<file path="config.mk">
export PLATFORM = sky130hd
export DESIGN_NAME = flash_soc_top
export DESIGN_NICKNAME = d
export VERILOG_FILES = /design/src/source/soc_pkg.sv /design/src/source/bus_if.sv /design/src/source/dbus_fabric.sv /design/src/source/flash_read_bridge.sv /design/src/source/flash_soc_top.sv /design/src/source/gpio_reg.sv /design/src/source/ibus_arb.sv /design/src/source/spi_flash_fetch.sv
export VERILOG_INCLUDE_DIRS = /design/src /design/src/source
export SDC_FILE = /design/constraint.sdc
export NUM_CORES = 1
export LEC_CHECK = 0
export BUFFER_PORTS_ARGS = -buffer_cell sky130_fd_sc_hd__buf_2
export CORE_ASPECT_RATIO = 1.5
export CORE_MARGIN = 2
export CORE_UTILIZATION = 53
export CTS_BUF_LIST = sky130_fd_sc_hd__clkbuf_8 sky130_fd_sc_hd__clkbuf_16
export CTS_CLUSTER_SIZE = 25
export DETAILED_ROUTE_END_ITERATION = 6
export MAX_ROUTING_LAYER = met4
export PLACE_DENSITY = 0.79
export REMOVE_ABC_BUFFERS = 1
export SLEW_MARGIN = 20
export SYNTH_ARGS = -nofsm -noshare
export SYNTH_HDL_FRONTEND = slang
export SYNTH_SLANG_ARGS = --single-unit
export TNS_END_PERCENT = 20
</file>
<file path="constraint.sdc">
create_clock -name ck -period 4.5 [get_ports ck]
set_input_delay 0.9 -clock ck [delete_from_list [all_inputs] [get_ports ck]]
set_output_delay 0.9 -clock ck [all_outputs]
set_load 0.05 [all_outputs]
</file>
<file path="src/source/soc_consts.svh">
// Memory map pages and bridge register offsets
// Serial flash read command and address length
// Bus widths shared by the bus interfaces

`ifndef SOC_CONSTS_SVH
`define SOC_CONSTS_SVH

// Data bus pages, matched against adr[31:24]
`define SOC_GPIO_PAGE      8'h40
`define SOC_FLASH_PAGE     8'h70

// Flash bridge registers, matched against adr[3:0]
`define SOC_BRG_ADDR_OFS   4'h0
`define SOC_BRG_STAT_OFS   4'h4

// Standard serial read with 24 address bits
`define SOC_FLASH_CMD_READ 8'h03
`define SOC_FLASH_ABITS    24

`define SOC_BUS_W          32
`define SOC_SEL_W          4

`endif

</file>
<file path="src/source/soc_pkg.sv">
// Shared types for the flash SoC
// State enums for the SPI controller and the flash bridge
// Arbiter owner and data bus device selectors

`default_nettype none

package soc_pkg;

    typedef enum logic [2:0] {
        SPI_IDLE,
        SPI_CMD,
        SPI_ADDR,
        SPI_DATA,
        SPI_DONE
    } spi_state_t;

    typedef enum logic [1:0] {
        OWN_NONE,
        OWN_CPU,
        OWN_BRIDGE
    } arb_owner_t;

    typedef enum logic [1:0] {
        BRG_IDLE,
        BRG_FETCH,
        BRG_VALID
    } brg_state_t;

    typedef enum logic [1:0] {
        DEV_NONE,
        DEV_GPIO,
        DEV_FLASH
    } dbus_dev_t;

endpackage

`default_nettype wire

</file>
<file path="src/source/bus_if.sv">
// Instruction bus interface, cyc/ack handshake
// Data bus interface with byte selects

`timescale 1ns/1ps
`default_nettype none

`include "soc_consts.svh"

interface ibus_if;
    logic                  cyc;
    logic [`SOC_BUS_W-1:0] adr;
    logic                  ack;
    logic [`SOC_BUS_W-1:0] rdt;

    modport master (
        output cyc, adr,
        input  ack, rdt
    );

    modport slave (
        input  cyc, adr,
        output ack, rdt
    );
endinterface

interface dbus_if;
    logic                  cyc;
    logic                  we;
    logic [`SOC_BUS_W-1:0] adr;
    logic [`SOC_BUS_W-1:0] dat;
    logic [`SOC_SEL_W-1:0] sel;
    logic [`SOC_BUS_W-1:0] rdt;
    logic                  ack;

    modport cpu (
        output cyc, we, adr, dat, sel,
        input  rdt, ack
    );

    modport fabric (
        input  cyc, we, adr, dat, sel,
        output rdt, ack
    );
endinterface

`default_nettype wire

</file>
<file path="src/source/dbus_fabric.sv">
// Data bus fabric
// Page decode, one-cycle device selects, registered OR of returns
// Unmapped pages get a zero ack from the fabric itself

`timescale 1ns/1ps
`default_nettype none

`include "soc_consts.svh"

module dbus_fabric
    import soc_pkg::*;
(
    input  logic        ck,
    input  logic        RESET_LOOP,
    dbus_if.fabric      bus,
    output logic        o_gpio_sel,
    output logic        o_flash_sel,
    input  logic [31:0] i_gpio_rdt,
    input  logic [31:0] i_flash_rdt,
    input  logic        i_gpio_ack,
    input  logic        i_flash_ack
);

    dbus_dev_t   dev;
    logic        pending;
    logic        start;
    logic        nomap_q;
    logic        ack_q;
    logic [31:0] rdt_q;

    always_comb begin
        case (bus.adr[31:24])
            `SOC_GPIO_PAGE:  dev = DEV_GPIO;
            `SOC_FLASH_PAGE: dev = DEV_FLASH;
            default:         dev = DEV_NONE;
        endcase
    end

    // One select per access
    assign start       = bus.cyc && !pending;
    assign o_gpio_sel  = start && (dev == DEV_GPIO);
    assign o_flash_sel = start && (dev == DEV_FLASH);

    always_ff @(posedge ck) begin
        if (RESET_LOOP) begin
            pending <= 1'b0;
            nomap_q <= 1'b0;
            ack_q   <= 1'b0;
        end else begin
            if (start) begin
                pending <= 1'b1;
            end else if (ack_q) begin
                pending <= 1'b0;
            end
            // Stands in for a device ack on unmapped pages
            nomap_q <= start && (dev == DEV_NONE);
            ack_q   <= i_gpio_ack || i_flash_ack || nomap_q;
        end
    end

    always_ff @(posedge ck) begin
        rdt_q <= i_gpio_rdt | i_flash_rdt;
    end

    assign bus.ack = ack_q;
    assign bus.rdt = rdt_q;

endmodule

`default_nettype wire

</file>
<file path="src/source/flash_read_bridge.sv">
// Data bus bridge for flash reads
// Address register at offset 0 starts a fetch, status at offset 4
// Fetches go out on the low priority instruction bus port

`timescale 1ns/1ps
`default_nettype none

`include "soc_consts.svh"

module flash_read_bridge
    import soc_pkg::*;
(
    input  logic          ck,
    input  logic          RESET_LOOP,
    input  logic          i_sel,
    input  logic          i_we,
    input  logic [31:0]   i_adr,
    input  logic [31:0]   i_dat,
    output logic [31:0]   o_rdt,
    output logic          o_ack,
    ibus_if.master        fetch
);

    brg_state_t  state;
    logic [31:0] addr_q;
    logic [31:0] word_q;
    logic [31:0] rdt_q;
    logic        ack_q;
    logic        wr_addr;
    logic        busy;
    logic        valid;

    assign wr_addr = i_sel && i_we && (i_adr[3:0] == `SOC_BRG_ADDR_OFS);
    assign busy    = (state == BRG_FETCH);
    assign valid   = (state == BRG_VALID);

    always_ff @(posedge ck) begin
        if (RESET_LOOP) begin
            state <= BRG_IDLE;
            ack_q <= 1'b0;
            rdt_q <= 32'd0;
        end else begin
            ack_q <= i_sel;
            rdt_q <= 32'd0;
            if (i_sel && !i_we) begin
                case (i_adr[3:0])
                    `SOC_BRG_ADDR_OFS: rdt_q <= word_q;
                    `SOC_BRG_STAT_OFS: rdt_q <= {30'd0, valid, busy};
                    default:           rdt_q <= 32'd0;
                endcase
            end
            case (state)
                BRG_IDLE, BRG_VALID: begin
                    if (wr_addr) begin
                        state <= BRG_FETCH;
                    end
                end
                BRG_FETCH: begin
                    if (fetch.ack) begin
                        state <= BRG_VALID;
                    end
                end
                default: begin
                    state <= BRG_IDLE;
                end
            endcase
        end
    end

    always_ff @(posedge ck) begin
        // Writes during a running fetch are dropped
        if (wr_addr && !busy) begin
            addr_q <= i_dat;
        end
        if (busy && fetch.ack) begin
            word_q <= fetch.rdt;
        end
    end

    assign fetch.cyc = busy;
    assign fetch.adr = addr_q;
    assign o_rdt     = rdt_q;
    assign o_ack     = ack_q;

endmodule

`default_nettype wire

</file>
<file path="src/source/flash_soc_top.sv">
// Flash side of the SoC
// CPU ports to bus interfaces, ibus arbiter, SPI fetch, flash bridge,
// GPIO register and data bus fabric

`timescale 1ns/1ps
`default_nettype none

module flash_soc_top (
    input  logic        ck,
    input  logic        RESET_LOOP,
    input  logic        i_ibus_cyc,
    input  logic [31:0] i_ibus_adr,
    output logic        o_ibus_ack,
    output logic [31:0] o_ibus_rdt,
    input  logic        i_dbus_cyc,
    input  logic        i_dbus_we,
    input  logic [31:0] i_dbus_adr,
    input  logic [31:0] i_dbus_dat,
    input  logic [3:0]  i_dbus_sel,
    output logic [31:0] o_dbus_rdt,
    output logic        o_dbus_ack,
    output logic        o_flash_sck,
    output logic        o_flash_ssb,
    output logic        o_flash_mosi,
    input  logic        i_flash_miso,
    output logic [7:0]  o_gpio
);

    ibus_if cpu_ibus ();
    ibus_if brg_ibus ();
    ibus_if flash_ibus ();
    dbus_if dbus ();

    logic        gpio_sel;
    logic        flash_sel;
    logic [31:0] gpio_rdt;
    logic [31:0] flash_rdt;
    logic        gpio_ack;
    logic        flash_ack;

    // CPU instruction bus
    assign cpu_ibus.cyc = i_ibus_cyc;
    assign cpu_ibus.adr = i_ibus_adr;
    assign o_ibus_ack   = cpu_ibus.ack;
    assign o_ibus_rdt   = cpu_ibus.rdt;

    // CPU data bus
    assign dbus.cyc   = i_dbus_cyc;
    assign dbus.we    = i_dbus_we;
    assign dbus.adr   = i_dbus_adr;
    assign dbus.dat   = i_dbus_dat;
    assign dbus.sel   = i_dbus_sel;
    assign o_dbus_rdt = dbus.rdt;
    assign o_dbus_ack = dbus.ack;

    // CPU has priority over the bridge
    ibus_arb u_arb (
        .ck(ck), .RESET_LOOP(RESET_LOOP),
        .cpu(cpu_ibus), .brg(brg_ibus), .dev(flash_ibus)
    );

    spi_flash_fetch u_spi (
        .ck(ck), .RESET_LOOP(RESET_LOOP), .bus(flash_ibus),
        .o_sck(o_flash_sck), .o_ssb(o_flash_ssb),
        .o_mosi(o_flash_mosi), .i_miso(i_flash_miso)
    );

    flash_read_bridge u_bridge (
        .ck(ck), .RESET_LOOP(RESET_LOOP), .i_sel(flash_sel), .i_we(dbus.we),
        .i_adr(dbus.adr), .i_dat(dbus.dat), .o_rdt(flash_rdt), .o_ack(flash_ack),
        .fetch(brg_ibus)
    );

    gpio_reg u_gpio (
        .ck(ck), .RESET_LOOP(RESET_LOOP), .i_sel(gpio_sel), .i_we(dbus.we),
        .i_byte_en(dbus.sel[0]), .i_dat(dbus.dat[7:0]),
        .o_rdt(gpio_rdt), .o_ack(gpio_ack), .o_gpio(o_gpio)
    );

    dbus_fabric u_fabric (
        .ck(ck), .RESET_LOOP(RESET_LOOP), .bus(dbus),
        .o_gpio_sel(gpio_sel), .o_flash_sel(flash_sel),
        .i_gpio_rdt(gpio_rdt), .i_flash_rdt(flash_rdt),
        .i_gpio_ack(gpio_ack), .i_flash_ack(flash_ack)
    );

endmodule

`default_nettype wire

</file>
<file path="src/source/gpio_reg.sv">
// 8-bit GPIO output register on the data bus
// Write through byte lane 0, read back zero-extended

`timescale 1ns/1ps
`default_nettype none

module gpio_reg (
    input  logic        ck,
    input  logic        RESET_LOOP,
    input  logic        i_sel,
    input  logic        i_we,
    input  logic        i_byte_en,
    input  logic [7:0]  i_dat,
    output logic [31:0] o_rdt,
    output logic        o_ack,
    output logic [7:0]  o_gpio
);

    logic [7:0]  gpio_q;
    logic [31:0] rdt_q;
    logic        ack_q;

    always_ff @(posedge ck) begin
        if (RESET_LOOP) begin
            gpio_q <= 8'd0;
            rdt_q  <= 32'd0;
            ack_q  <= 1'b0;
        end else begin
            ack_q <= i_sel;
            // Return is zero outside the ack cycle
            rdt_q <= (i_sel && !i_we) ? {24'd0, gpio_q} : 32'd0;
            if (i_sel && i_we && i_byte_en) begin
                gpio_q <= i_dat;
            end
        end
    end

    assign o_rdt  = rdt_q;
    assign o_ack  = ack_q;
    assign o_gpio = gpio_q;

endmodule

`default_nettype wire

</file>
<file path="src/source/ibus_arb.sv">
// Fixed priority instruction bus arbiter
// CPU port wins over the bridge port, grant held until ack

`timescale 1ns/1ps
`default_nettype none

module ibus_arb
    import soc_pkg::*;
(
    input  logic   ck,
    input  logic   RESET_LOOP,
    ibus_if.slave  cpu,
    ibus_if.slave  brg,
    ibus_if.master dev
);

    arb_owner_t owner;
    logic       own_cpu;
    logic       own_brg;

    always_ff @(posedge ck) begin
        if (RESET_LOOP) begin
            owner <= OWN_NONE;
        end else begin
            case (owner)
                OWN_NONE: begin
                    if (cpu.cyc) begin
                        owner <= OWN_CPU;
                    end else if (brg.cyc) begin
                        owner <= OWN_BRIDGE;
                    end
                end
                default: begin
                    // Release on the slave ack
                    if (dev.ack) begin
                        owner <= OWN_NONE;
                    end
                end
            endcase
        end
    end

    assign own_cpu = (owner == OWN_CPU);
    assign own_brg = (owner == OWN_BRIDGE);

    assign dev.cyc = (own_cpu && cpu.cyc) || (own_brg && brg.cyc);
    assign dev.adr = own_brg ? brg.adr : cpu.adr;

    // Return path only to the owner
    assign cpu.ack = own_cpu && dev.ack;
    assign cpu.rdt = own_cpu ? dev.rdt : 32'd0;
    assign brg.ack = own_brg && dev.ack;
    assign brg.rdt = own_brg ? dev.rdt : 32'd0;

endmodule

`default_nettype wire

</file>
<file path="src/source/spi_flash_fetch.sv">
// SPI mode 0 flash read controller
// Serves one instruction bus slave port, one 32-bit word per fetch

`timescale 1ns/1ps
`default_nettype none

`include "soc_consts.svh"

module spi_flash_fetch
    import soc_pkg::*;
(
    input  logic  ck,
    input  logic  RESET_LOOP,
    ibus_if.slave bus,
    output logic  o_sck,
    output logic  o_ssb,
    output logic  o_mosi,
    input  logic  i_miso
);

    spi_state_t  state;
    logic [4:0]  bit_cnt;
    logic [31:0] shift_q;
    logic [31:0] rdt_q;
    logic        sck_q;
    logic        ssb_q;
    logic        ack_q;
    logic        start;
    logic        shifting_out;

    // No restart in the ack cycle, the master still holds cyc there
    assign start = (state == SPI_IDLE) && bus.cyc && !ack_q;
    assign shifting_out = (state == SPI_CMD) || (state == SPI_ADDR);

    always_ff @(posedge ck) begin
        if (RESET_LOOP) begin
            state   <= SPI_IDLE;
            bit_cnt <= 5'd0;
            sck_q   <= 1'b0;
            ssb_q   <= 1'b1;
            ack_q   <= 1'b0;
        end else begin
            ack_q <= 1'b0;
            case (state)
                SPI_IDLE: begin
                    if (start) begin
                        ssb_q   <= 1'b0;
                        bit_cnt <= 5'd0;
                        state   <= SPI_CMD;
                    end
                end
                SPI_CMD, SPI_ADDR: begin
                    sck_q <= ~sck_q;
                    // Count a bit on each falling sck
                    if (sck_q) begin
                        bit_cnt <= bit_cnt + 5'd1;
                        if (state == SPI_CMD && bit_cnt == 5'd7) begin
                            state <= SPI_ADDR;
                        end
                        if (state == SPI_ADDR && bit_cnt == 5'd31) begin
                            state <= SPI_DATA;
                        end
                    end
                end
                SPI_DATA: begin
                    sck_q <= ~sck_q;
                    if (sck_q) begin
                        bit_cnt <= bit_cnt + 5'd1;
                        if (bit_cnt == 5'd31) begin
                            state <= SPI_DONE;
                        end
                    end
                end
                SPI_DONE: begin
                    // sck has been low for a cycle, safe to deselect
                    ssb_q <= 1'b1;
                    ack_q <= 1'b1;
                    state <= SPI_IDLE;
                end
                default: begin
                    state <= SPI_IDLE;
                end
            endcase
        end
    end

    always_ff @(posedge ck) begin
        if (start) begin
            shift_q <= {`SOC_FLASH_CMD_READ, bus.adr[`SOC_FLASH_ABITS-1:0]};
        end else if (shifting_out && sck_q) begin
            shift_q <= {shift_q[30:0], 1'b0};
        end else if (state == SPI_DATA && !sck_q) begin
            // Sample on the rising sck edge
            shift_q <= {shift_q[30:0], i_miso};
        end
        // First byte off the wire lands in bits 7:0
        if (state == SPI_DONE) begin
            rdt_q <= {shift_q[7:0], shift_q[15:8], shift_q[23:16], shift_q[31:24]};
        end
    end

    assign o_sck   = sck_q;
    assign o_ssb   = ssb_q;
    assign o_mosi  = shift_q[31];
    assign bus.ack = ack_q;
    assign bus.rdt = rdt_q;

endmodule

`default_nettype wire
</file>
==> metrics, run 1 <==
Sw Ratio=0.212; dpl hpwl=9.68 mm; CP Cell Sequence=nor2b_4, and2_1, buf_2; FF+latch area=5530 µm²; placed cell area=8580 µm²; Seq pwr share=0.551; initial core utilization=0.536; hold wc startpoint=u_bridge.o_rdt[21]$_SDFF_PP0_; post-synthesis sequential area ratio=0.717; clock tree buffer depth=3; CP delay by family, top=simple AND/OR/NAND/NOR gates; Max IR drop VDD=0.449 mV; first-pass GRT wire length=22.5 mm; HP Class=flip-flop to flip-flop; combinational share of power=0.043; Most used DFF post-synth=edfxtp_1; Worst-Margin Slew=0.999 ns; Placed Instances=875; Setup TNS=0 ns; Syn Inst Count=560; Ys Warns=0; vias per cell=5.10; CP max-delay cell=nor2b_4; CTS tree=built; DIE HEIGHT=152 µm; fin. max-slew vios=0; die area=15,500 µm²; Post-synth EDFFs=112; Routed wire per std cell=15.9 µm; Crit Path Category=flip-flop to output port; via count=4,664; post-cts sizing count=0; layout cells sized above 1=0.291; fillers=1,086; Die Wd=102 µm; clock insertion delay at the later pin of the skew report=0.49 ns; CTS Hold Buffers Added=0; MaxCap Viol Count=0; design area=9220 µm²; crit-path max cell delay=0.61 ns; Post-CTS Setup Bufs=0; gr ovfl total=0; Initial DRC Count=167; clock root cell=clkbuf_16; Req. time, crit path=3.60 ns; I/O pin count=183; Peak Freq=336 MHz; vias in the first global route=4,669; R2R Path Start=u_spi.state[1]$_SDFFE_PP0P_; TritonRoute pass-1 iters=5; synthesized area=7710 µm²; ANT cells=0; GRT Util Overall=0.192; PwrDens=419 nW/µm²; Internal Power=3040 µW; Leak=0.00372 µW; Routed Antenna Nets=0; Non-Filler Instances=914; ys async rst share=0; status=complete, no violations; initial antenna violation count=0; min Tclk post-route=2.98 ns; area grow syn2layout=19.6%; CTS buffer count=21; H-Tree Depth=1; Worst Path Max Fanout=33; Setup-failing EPs final=0; synth unique cells=56; DRC violations left=0; clock-pin slew of the registers on the worst-case setup and hold paths=0.06 ns; Tcrit/Tclk final=0.662; Syn Area/Cell=13.8 µm²; footprint of the multi-input gates=2070 µm²; gp weighted congestion=0.780; RSZ-0062 raised after global routing=false; crit end category=output port; critical path arrival=2.08 ns; final hold violations=0; Sw Pwr=820 µW; # rows=54; port buffer count=143; post-synthesis register bit count=220; Buf+Inv Stages, Crit Path=1; CP Launch Type=flip-flop; Clock Power Share=0.406; Slew HR=0.330; final wirelength=14.5 mm; CP startpoint=u_arb.owner[0]$_SDFFE_PP0P_; Clock Skew=0.0149 ns; Final Net Count=811; largest net degree at the start of global routing=59; CTS sink cnt=220; core area=14,400 µm²
## cells in the final DEF, fill, tap and decap left out, drive strengths merged, types with 5 or more instances in the layout
master,synthesis,final
nor3,9,9
nand3,7,7
nor2b,5,5
mux2i,33,33
o21ai,6,6
buf,16,147
dfxtp,108,108
and2,105,105
edfxtp,112,112
nand2,5,5
clkinv,0,10
nor3b,5,5
or2,8,8
a21oi,28,28
nor2,46,46
clkbuf,11,22
inv,4,8
a22o,6,6
## worst paths after layout
path / cells past startpoint / to / slack (ns)
worst max register to register: 4 / u_spi.shift_q[15]$_DFFE_PP_ / 1.75
worst min register to register: 0 / u_fabric.bus.rdt[21]$_DFF_P_ / 0.32
worst min-delay path: 0 / u_fabric.bus.rdt[21]$_DFF_P_ / 0.32
worst max-delay path: 3 / o_ibus_rdt[4] / 1.52
## layer usage
| metal | up-vias | wire [µm] | global-route usage |
|---|---|---|---|
| met5 | - | 0 | - |
| met4 | 0 | 266 | 0.0580 |
| met3 | 22 | 736 | 0.0321 |
| met2 | 138 | 8040 | 0.351 |
| met1 | 2262 | 5490 | 0.211 |
| li1 | 2242 | - | - |
## per-stage QoR
step                      hold WS (ns)  power, µW   util  setup slack [ns]
after global placement           0.311       2330  0.597              1.65
after floorplan                  0.310       2270      -             0.330
after global routing             0.331       3990  0.641              1.39
after CTS                        0.326       3900  0.640              1.12
after detailed placement         0.312       2340  0.597              1.56
final                            0.324       3860  0.641              1.52
## flip-flops by register name, indices dropped and copies added, names as in the netlist
register,count
u_bridge.word_q,32
u_gpio.o_rdt,8
u_spi.bus.ack,1
u_bridge.o_ack,1
u_fabric.bus.ack,1
u_bridge.fetch.adr,24
u_gpio.o_ack,1
u_spi.shift_q,32
u_spi.bus.rdt,32
u_bridge.o_rdt,32
u_spi.o_sck,1
u_spi.state,3
u_spi.bit_cnt,5
u_bridge.state,2
u_fabric.pending,1
u_arb.owner,2
u_fabric.nomap_q,1
u_gpio.o_gpio,8
u_fabric.bus.rdt,32
u_spi.o_ssb,1
## final cells by class
class                      count  area share
tap                          196      0.0266
multi-input combinational    309       0.224
clock inverter                16     0.00869
clock buffer                  22      0.0585
sequential                   220       0.599
inverter                       4     0.00163
timing repair buffer         147      0.0813
## worst register-to-register path, stage by stage (launching register included)
cell      delay (ns)
dfxtp_1         0.62
and3b_1         0.24
a21oi_1         0.25
a21o_2          0.26
clkinv_1        0.79
## cell usage after synthesis (all sizes together), types with 7 or more instances
cell / count / area, µm²
edfxtp: 112 / 3360
dfxtp: 108 / 2160
and2: 105 / 668
nor2: 46 / 173
mux2i: 33 / 330
a21oi: 28 / 140
buf: 16 / 88.8
clkbuf: 11 / 45.0
nor3: 9 / 45.0
or2: 8 / 50.1
nand3: 7 / 40.0
## kinds of logic after synthesis
family / share of synthesized area
adder cells (fa/ha/maj): 0.00325
multiplexers: 0.0458
AND/OR/NAND/NOR: 0.160
flip-flops: 0.717
AO/OA/AOI/OAI: 0.0482
buffers and inverters: 0.0193
XOR/XNOR: 0.00682
## power by group through the flow
stage | logic (µW) | clock network, µW | registers (µW)
6_report | 167 | 1570 | 2130
5_1_grt | 181 | 1680 | 2130
4_1_cts | 168 | 1610 | 2130
3_5_place_dp | 167 | 0 | 2170
3_3_place_gp | 162 | 0 | 2170
2_1_floorplan | 93.7 | 0 | 2170
Power figures use the tool's default switching activity.
==> run 2, diff against run 1 <==
Clock period 4.5 ns to 3.1 ns, I/O delays scaled along.
==> run 2 against run 1 <==
Sequential power grew 45%. Worst setup slack lost 1.2 ns. Register-to-register slack lost 0.90 ns. Combinational power grew 50%. Cell count grew 0.22%. Design area grew 1.1%. First-iteration DRC count grew 0.60%. Hold slack lost 0.0088 ns. Via count shrank 0.71%. Total power grew 49%. Critical path depth grew 1. Critical path type unchanged. Largest cell class unchanged.
==> metrics, run 2 (synthesis gave the netlist of run 1 again) <==
Peak Freq=361 MHz; PwrDens=619 nW/µm² (+48%); clock insertion delay at the later pin of the skew report=0.48 ns (about the same); final wirelength=14.8 mm (+1.8%); Max IR drop VDD=0.546 mV (+21%); initial core utilization=0.536 (unchanged); Crit Path Category=flip-flop to output port; initial antenna violation count=0 (unchanged); gp weighted congestion=0.813 (+4.3%); core area=14,400 µm² (unchanged); Die Wd=102 µm (unchanged); R2R Path Start=u_spi.state[0]$_SDFFE_PP0P_; clock tree buffer depth=3 (unchanged); gr ovfl total=0 (unchanged); Setup TNS=0 ns (unchanged); largest net degree at the start of global routing=59 (unchanged); Initial DRC Count=168 (+0.60%); R2R setup slack=0.85 ns (-0.90 ns); Hold EP=u_bridge.fetch.adr[12]$_DFFE_PP_; vias per cell=5.06 (-0.92%); Worst Reg-to-Reg Cells=5 (+1); H-Tree Depth=1 (unchanged); CTS Hold Buffers Added=0 (unchanged); critical path arrival=2.15 ns (+0.07 ns); crit end category=output port; CTS tree=built; HP Class=primary input to flip-flop; RSZ-0062 raised after global routing=false; DRC violations left=0 (unchanged); DIE HEIGHT=152 µm (unchanged); end-of-flow core utilization=0.648 (+0.00713); Routed wire per std cell=16.1 µm (+1.5%); Routed Antenna Nets=0 (unchanged); Setup-failing EPs final=0 (unchanged); ANT cells=0 (unchanged); Post-CTS Setup Bufs=0 (unchanged); I/O pin count=183 (unchanged); CTS sink cnt=220 (unchanged); Tcrit/Tclk final=0.893; Clock Skew=0.00846 ns (-0.00642 ns); status=complete, no violations; Worst-Margin Slew=0.787 ns (-0.212 ns); Leak=0.00371 µW (-0.48%); Hold Path Depth=1 (+1); first-pass GRT wire length=22.7 mm (+0.95%); TritonRoute pass-1 iters=7 (+2); Final Net Count=814 (+0.37%); most frequent cells in the layout=143 x buf_2, 112 x edfxtp_1, 108 x dfxtp_1; r2r endpoint=u_spi.shift_q[16]$_DFFE_PP_; CP Launch Type=flip-flop; Worst Path Max Fanout=20 (-39%); Slew HR=0.471 (+0.141); via count=4,631 (-0.71%); layout cells sized above 1=0.299 (+0.00752); final hold violations=0 (unchanged); clock-pin slew of the registers on the worst-case setup and hold paths=0.06 ns (about the same); vias in the first global route=4,752 (+1.8%); port buffer count=143 (unchanged); fillers=1,089 (+0.28%); # rows=54 (unchanged); clock root cell=clkbuf_16; area grow syn2layout=20.9%; post-cts sizing count=0 (unchanged); MaxCap Viol Count=0 (unchanged); GRT Util Overall=0.194 (+0.00232); most common cell after layout, fill and taps aside=buf_2; fin. max-slew vios=0 (unchanged); Req. time, crit path=2.48 ns (-1.12 ns); hold wc startpoint=i_dbus_dat[12]; CTS buffer count=21 (unchanged); die area=15,500 µm² (unchanged); dpl hpwl=10.0 mm (+3.7%); min Tclk post-route=2.77 ns
run 2: worst max-delay path, stage by stage, from the launching register on:
cell     delay (ns)
dfxtp_1        0.44
nor2b_2        0.45
buf_4          0.33
and2_1         0.16
buf_2          0.28
run 2: layer usage:
layer  track usage  share of wire  up-vias
li1              -              -     2246
met1         0.207           0.37     2208
met2         0.354           0.54      142
met3        0.0353          0.057       35
met4        0.0740          0.031        0
met5             -              0        -
run 2: cell type report:
| type | instances | area (µm²) | share of cell area |
|---|---|---|---|
| Clock buffer | 27 | 619 | 0.0664 |
| Inverter | 4 | 15.0 | 0.00161 |
| Tap cell | 196 | 245 | 0.0263 |
| Sequential cell | 220 | 5530 | 0.593 |
| Clock inverter | 10 | 51.3 | 0.00550 |
| Multi-Input combinational cell | 309 | 2060 | 0.221 |
| Timing Repair Buffer | 150 | 806 | 0.0864 |
run 2: stage by stage:
step           std cells  hold slack (ns)  total power (µW)  cell area (µm²)  setup WS, ns
4_1_cts              916            0.300              5830             9320         0.251
6_report             916            0.315              5770             9320         0.332
3_3_place_gp         879            0.311              3390             8650         0.763
5_1_grt              916            0.302              5950             9320         0.135
2_1_floorplan        533            0.310              3290             7570         -1.07
3_5_place_dp         879            0.312              3400             8650         0.716
run 2: report_power, final:
part / total (µW) / internal [µW] / switching (µW)
combinational: 251 / 88.9 / 162
sequential: 3090 / 3070 / 15.4
clock: 2430 / 1410 / 1020
run 2: worst max-delay path by stage:
stage / from / end / slack (ns)
floorplan: u_arb.owner[1]$_SDFFE_PP0P_ / u_bridge.word_q[0]$_SDFFCE_PP0P_ / -1.07
global route: u_arb.owner[0]$_SDFFE_PP0P_ / o_ibus_rdt[1] / 0.13
finish: u_arb.owner[0]$_SDFFE_PP0P_ / o_ibus_rdt[1] / 0.33
CTS: u_arb.owner[0]$_SDFFE_PP0P_ / o_ibus_rdt[1] / 0.25
global placement: i_ibus_cyc / u_spi.shift_q[23]$_DFFE_PP_ / 0.76
detailed placement: i_dbus_adr[3] / u_bridge.fetch.adr[17]$_DFFE_PP_ / 0.72
